**config.mk**
```make
export PLATFORM = sky130hd
export DESIGN_NAME = tcdm_xbar
export DESIGN_NICKNAME = d
export VERILOG_FILES = /design/src/mempool_pkg.sv /design/src/rr_arbiter.sv /design/src/tcdm_xbar.sv
export SDC_FILE = /design/constraint.sdc
export NUM_CORES = 1
export LEC_CHECK = 0
export ABC_AREA = 1
export CAP_MARGIN = 10
export CORE_AREA = 3 3 288 290
export DETAILED_ROUTE_END_ITERATION = 6
export DIE_AREA = 0 0 291 293
export DONT_BUFFER_PORTS = 1
export HOLD_SLACK_MARGIN = 0.06
export PLACE_DENSITY_LB_ADDON = 0.12
export SLEW_MARGIN = 15
export SYNTH_ARGS = -nofsm -noshare
export SYNTH_HDL_FRONTEND = slang
export SYNTH_SLANG_ARGS = --single-unit
```
**constraint.sdc**
```tcl
create_clock -name clk_i -period 2.95 [get_ports clk_i]
set_input_delay 0.295 -clock clk_i [delete_from_list [all_inputs] [get_ports clk_i]]
set_output_delay 0.295 -clock clk_i [all_outputs]
set_load 0.005 [all_outputs]
```
**src/mempool_pkg.sv**
```systemverilog
// Shared sizes, address fields and TCDM transfer structs for the
// reduced shared-memory cluster
package mempool_pkg;

  // Cluster sizes
  localparam int unsigned NumCores        = 4;
  localparam int unsigned NumTiles        = 2;
  localparam int unsigned NumBanksPerTile = 2;
  localparam int unsigned NumBanks        = NumTiles * NumBanksPerTile;

  // Word and address geometry
  localparam int unsigned DataWidth       = 32;
  localparam int unsigned AddrWidth       = 32;
  localparam int unsigned BeWidth         = DataWidth / 8;
  localparam int unsigned TCDMSizePerBank = 256;
  localparam int unsigned NumWordsPerBank = TCDMSizePerBank / BeWidth;
  localparam int unsigned RowWidth        = $clog2(NumWordsPerBank);
  localparam int unsigned BankSelWidth    = $clog2(NumBanks);
  localparam int unsigned CoreIdWidth     = $clog2(NumCores);

  // Address fields: byte offset, then bank index, then row
  localparam int unsigned ByteOffWidth    = $clog2(BeWidth);
  localparam int unsigned BankSelLsb      = ByteOffWidth;
  localparam int unsigned RowLsb          = BankSelLsb + BankSelWidth;

  typedef logic [AddrWidth-1:0]   addr_t;
  typedef logic [DataWidth-1:0]   data_t;
  typedef logic [BeWidth-1:0]     strb_t;
  typedef logic [CoreIdWidth-1:0] core_id_t;
  typedef logic [RowWidth-1:0]    row_t;

  // Core-side request
  typedef struct packed {
    addr_t addr;
    logic  wen;
    data_t wdata;
    strb_t be;
  } tcdm_req_t;

  // Request as seen by one bank
  typedef struct packed {
    core_id_t ini;
    row_t     row;
    logic     wen;
    data_t    wdata;
    strb_t    be;
  } bank_req_t;

  // Bank response, tagged with the initiator
  typedef struct packed {
    core_id_t ini;
    data_t    rdata;
  } bank_resp_t;

endpackage : mempool_pkg

```
**src/rr_arbiter.sv**
```systemverilog
// Round-robin arbiter over the core ports of one bank
// Search starts at the core after the last one granted
`timescale 1ns/100ps

module rr_arbiter import mempool_pkg::*; (
  input  logic                clk_i,
  input  logic                rst_n_i,
  input  logic [NumCores-1:0] req_i,
  output logic [NumCores-1:0] gnt_o,
  output core_id_t            idx_o
);

  core_id_t last_q;
  core_id_t cand;
  logic     found;

  always_comb begin
    gnt_o = '0;
    idx_o = last_q;
    found = 1'b0;
    cand  = last_q;
    // Walk once around the ring, ending on the last winner
    for (int unsigned i = 1; i <= NumCores; i++) begin
      cand = core_id_t'((last_q + i) % NumCores);
      if (!found && req_i[cand]) begin
        found       = 1'b1;
        idx_o       = cand;
        gnt_o[cand] = 1'b1;
      end
    end
  end

  // Core 0 has first priority out of reset
  always_ff @(posedge clk_i or negedge rst_n_i) begin
    if (!rst_n_i) begin
      last_q <= core_id_t'(NumCores - 1);
    end else if (|gnt_o) begin
      last_q <= idx_o;
    end
  end

endmodule : rr_arbiter

```
**src/tcdm_xbar.sv**
```systemverilog
// Full crossbar between the core ports and the TCDM banks
// Per-bank round-robin arbitration, responses routed back by initiator index
`timescale 1ns/100ps

module tcdm_xbar import mempool_pkg::*; (
  input  logic                      clk_i,
  input  logic                      rst_n_i,
  // Core side
  input  logic       [NumCores-1:0] req_i,
  input  tcdm_req_t  [NumCores-1:0] core_req_i,
  output logic       [NumCores-1:0] gnt_o,
  output logic       [NumCores-1:0] rvalid_o,
  output data_t      [NumCores-1:0] rdata_o,
  // Bank side
  output logic       [NumBanks-1:0] bank_req_o,
  output bank_req_t  [NumBanks-1:0] bank_req_data_o,
  input  logic       [NumBanks-1:0] bank_rvalid_i,
  input  bank_resp_t [NumBanks-1:0] bank_resp_i
);

  logic [NumCores-1:0][BankSelWidth-1:0] bank_sel;
  logic [NumBanks-1:0][NumCores-1:0]     bank_core_req;
  logic [NumBanks-1:0][NumCores-1:0]     bank_gnt;
  core_id_t [NumBanks-1:0]               bank_idx;

  // Per-tile response, steered to cores
  logic  [NumTiles-1:0][NumCores-1:0] tile_rvalid;
  data_t [NumTiles-1:0][NumCores-1:0] tile_rdata;

  // Bank decode
  for (genvar c = 0; c < NumCores; c++) begin : gen_decode
    assign bank_sel[c] = core_req_i[c].addr[BankSelLsb +: BankSelWidth];
    for (genvar b = 0; b < NumBanks; b++) begin : gen_req_vec
      assign bank_core_req[b][c] = req_i[c] && (bank_sel[c] == BankSelWidth'(b));
    end : gen_req_vec
  end : gen_decode

  // One arbiter per bank, winner forwarded with its row and index
  for (genvar b = 0; b < NumBanks; b++) begin : gen_banks
    rr_arbiter u_arb (
      .clk_i   (clk_i           ),
      .rst_n_i (rst_n_i         ),
      .req_i   (bank_core_req[b]),
      .gnt_o   (bank_gnt[b]     ),
      .idx_o   (bank_idx[b]     )
    );

    assign bank_req_o[b]            = |bank_core_req[b];
    assign bank_req_data_o[b].ini   = bank_idx[b];
    assign bank_req_data_o[b].row   = core_req_i[bank_idx[b]].addr[RowLsb +: RowWidth];
    assign bank_req_data_o[b].wen   = core_req_i[bank_idx[b]].wen;
    assign bank_req_data_o[b].wdata = core_req_i[bank_idx[b]].wdata;
    assign bank_req_data_o[b].be    = core_req_i[bank_idx[b]].be;
  end : gen_banks

  // A core requests one bank at a time, so at most one grant is set
  always_comb begin
    gnt_o = '0;
    for (int unsigned b = 0; b < NumBanks; b++) begin
      gnt_o = gnt_o | bank_gnt[b];
    end
  end

  // Return path inside each tile
  always_comb begin
    tile_rvalid = '0;
    tile_rdata  = '0;
    for (int unsigned t = 0; t < NumTiles; t++) begin
      for (int unsigned lb = 0; lb < NumBanksPerTile; lb++) begin
        if (bank_rvalid_i[t*NumBanksPerTile + lb]) begin
          tile_rvalid[t][bank_resp_i[t*NumBanksPerTile + lb].ini] = 1'b1;
          tile_rdata[t][bank_resp_i[t*NumBanksPerTile + lb].ini] =
            bank_resp_i[t*NumBanksPerTile + lb].rdata;
        end
      end
    end
  end

  // Merge the tiles; fixed bank latency keeps one response per core
  always_comb begin
    rvalid_o = '0;
    rdata_o  = '0;
    for (int unsigned c = 0; c < NumCores; c++) begin
      for (int unsigned t = 0; t < NumTiles; t++) begin
        if (tile_rvalid[t][c]) begin
          rvalid_o[c] = 1'b1;
          rdata_o[c]  = rdata_o[c] | tile_rdata[t][c];
        end
      end
    end
  end

endmodule : tcdm_xbar
```
==> flow_metrics.env <==
export IMPL_status="finished, final reports clean"
export IMPL_slew_violations=0
export IMPL_ff2ff_path_depth=13
export IMPL_clk_path_buf_depth=2
export IMPL_cp_startpoint="gen_banks[1].u_arb.last_q[0]"
export IMPL_tightest_slew_ns=1.02
export IMPL_clock_sinks=8
export IMPL_finClkSkew_ns=0.000291
export IMPL_reg2reg_from="gen_banks[0].u_arb.last_q[0]"
export IMPL_cts_tree="yes"
export IMPL_crit_arrival_ns=2.56
export IMPL_first_pass_iters=5
export IMPL_ys_seq_area_frac=0.0174
export IMPL_cts_htree_levels=1
export IMPL_cts_buffers=3
export IMPL_drtAntennaViolNets=0
export IMPL_worst_path_largest_cell_delay_ns=0.59
export IMPL_multi_input_area_sq_um=10200
export IMPL_dieHeight_um=293
export IMPL_syn_num_nets=2942
export IMPL_syn_inst=2492
export IMPL_syn2layout_area_growth_pct=30.5
export IMPL_path_class="flop to primary output"
export IMPL_fillers=9528
export IMPL_max_slew_margin=0.318
export IMPL_ys_flop_type="dfstp_2"
export IMPL_place_hpwl_mm=63.9
export IMPL_utilization=0.195
export IMPL_syn_area_per_cell_sq_um=4.84
export IMPL_die_area_sq_um=85300
export IMPL_yosys_warnings=0
export IMPL_wire_per_inst_um=23.6
export IMPL_startpoint_type="flop"
export IMPL_fmax_mhz=350
export IMPL_async_flop_share=1.00
export IMPL_cp_cell_sequence="inv_6, ha_4, inv_4, nand3_1, nand2_2, nand2_4, nand2_8, xor2_4, buf_12, buf_16, buf_16, nand2_1, nand2_1, nand2_1, nand2_1"
export IMPL_finalCriticalPeriod_ns=2.86
export IMPL_portBuffers=0
export IMPL_wirelength_mm=85.5
export IMPL_hold_class="flop to flop"
export IMPL_clk_insertion_delay_late_ns=0.24
export IMPL_regMostFlops="gen_banks.u_arb.last_q"
export IMPL_worst_path_most_repeated_cell="nand2_1"
export IMPL_gp_congestion=0.886
export IMPL_hp_start="gen_banks[0].u_arb.last_q[0]"
export IMPL_gr_total_overflow=0
export IMPL_period_share=0.969
export IMPL_reg2reg_slack_ns=0.65
export IMPL_syn_cell_area_sq_um=12100
export IMPL_clkTransAtPathRegs_ns=0.04
export IMPL_fin_cells=3623
export IMPL_cp_slowest_cell="dfstp_2"
export IMPL_ys_ff_latch=8
export IMPL_regArea_sq_um=210
export IMPL_drc=0
export IMPL_synth_edf_count=0
export IMPL_die_x_um=291
export IMPL_root_buffer="clkbuf_16"
export IMPL_grt_pass1_vias=16032
export IMPL_start_util=0.150
export IMPL_grt_pass1_wl_mm=119
export IMPL_antenna_found_initial=6
export IMPL_drv_cap=0
export IMPL_setup_viol=0
export IMPL_boundaryPins=742
export IMPL_core_sq_um=80500
export IMPL_largest_register_ffs=8
export IMPL_grt_use_total=0.182
export IMPL_whs_endpoint="gen_banks[0].u_arb.last_q[0]"
export IMPL_initialDrtViolationCount=1039
export IMPL_grt_start_max_net_pins=60
export IMPL_cp_required_ns=2.65
export IMPL_drive_above_1_share=0.147
export IMPL_whs_path_depth=3
export IMPL_num_nets_final=3011
export IMPL_vias=17126
export IMPL_reg2reg_to="gen_banks[0].u_arb.last_q[1]"
export IMPL_path_max_fanout=10
export IMPL_viasPerCell=4.73
export IMPL_largestRegisters="gen_banks.u_arb.last_q: 8 flops"
export IMPL_rsz0062_at_grt="yes"
export IMPL_synth_distinct_cells=37
export IMPL_dpl_cell_count=3546
export IMPL_end_kind="primary output"
export IMPL_hold_violations=0
export IMPL_rows=104
[placed cells by master, fill, tap and decap left out, drive strengths merged]
cell         Yosys  final
a21oi           52     52
inv            290    290
o21ai          311    311
mux2             1      1
nor2            40     40
buf            112    222
dfstp            8      8
nand3          237    237
o211ai          45     45
nand2         1128   1130
o221ai         128    128
clkinv           1      1
clkbuf          63     12
a21boi           2      2
bufbuf           0      5
o22ai            1      1
dlygate4sd3      0      1
ha              28     28
diode            0      4
nand4           35     35
xor2             4      4
nor3             3      3
nand3b           3      3
[worst max-delay path, delay by kind of cell, from the launching register on]
kind / cells / cell delay, ns
DFF: 1 / 0.59
buffers and inverters: 5 / 0.58
and+or+nand+nor: 8 / 0.65
adders and majority gates: 1 / 0.31
xor gates and xnor gates: 1 / 0.16
[kinds of logic after synthesis]
family / share of synthesized area
fa+ha+maj: 0.0291
buf+inv: 0.177
simple gates: 0.493
compound gates: 0.275
mux: 0.000934
flops: 0.0174
xor+xnor: 0.00820
[worst max path at each step]
stage	endpoint	cells past startpoint
floorplan	bank_req_data_o[104]	15
global placement	bank_req_data_o[163]	14
detailed placement	bank_req_data_o[144]	14
CTS	bank_req_data_o[57]	15
global route	bank_req_data_o[147]	14
finish	bank_req_data_o[61]	15
[metal layers]
metal  routed length (um)  track usage  vias to the layer above  part of all wire
met5                   13            0                        -           0.00015
met1                34800        0.219                     7951              0.41
li1                     -            -                     8364                 -
met3                 6440       0.0448                       96             0.075
met2                41500        0.321                      713              0.49
met4                 2710       0.0532                        2             0.032
[cells in the mapped netlist (35+ instances only)]
cell         n  area [sq um]
a21oi_1     52           260
o211ai_1    45           338
o21ai_0    252          1260
nor2_1      36           135
inv_1      279          1050
clkbuf_1    63           236
nand2_1   1111          4170
o21ai_1     58           290
nand4_1     35           219
nand3_1    236          1180
buf_2       58           290
o221ai_1   128          1120
[what timing repair did]
| item | CTS | global route |
|---|---|---|
| hold endpoints to repair | 8 | 0 |
| hold buffers | 1 | 0 |
| buffers inserted | 18 | 32 |
| resized for setup | 77 | 102 |
| cloned | 9 | 10 |
| pin swaps | 4 | 36 |
| setup endpoints to repair | 157 | 173 |
[layout make-up]
class | instances | share of cell area
sequential | 8 | 0.0134
clock buffer | 3 | 0.00477
timing repair buffer | 237 | 0.181
antenna | 4 | 0.000636
inverter | 291 | 0.0706
tap | 1060 | 0.0843
multi-input combinational | 2020 | 0.645
[stage by stage]
stage / instance area, sq um / worst slack [ns] / hold slack, ns / TNS, ns
floorplan: 12100 / 0.353 / 0.147 / 0
global placement: 14100 / 0.0486 / 0.150 / 0
detailed placement: 14100 / 0.0363 / 0.151 / 0
CTS: 14900 / 0.00522 / 0.657 / 0
global route: 15700 / -0.0806 / 0.682 / -0.192
finish: 15700 / 0.0922 / 0.656 / 0
Power is left out: the tool's default activity adds up to more than one toggle a clock period on the data nets, which glitch-free logic cannot reach.
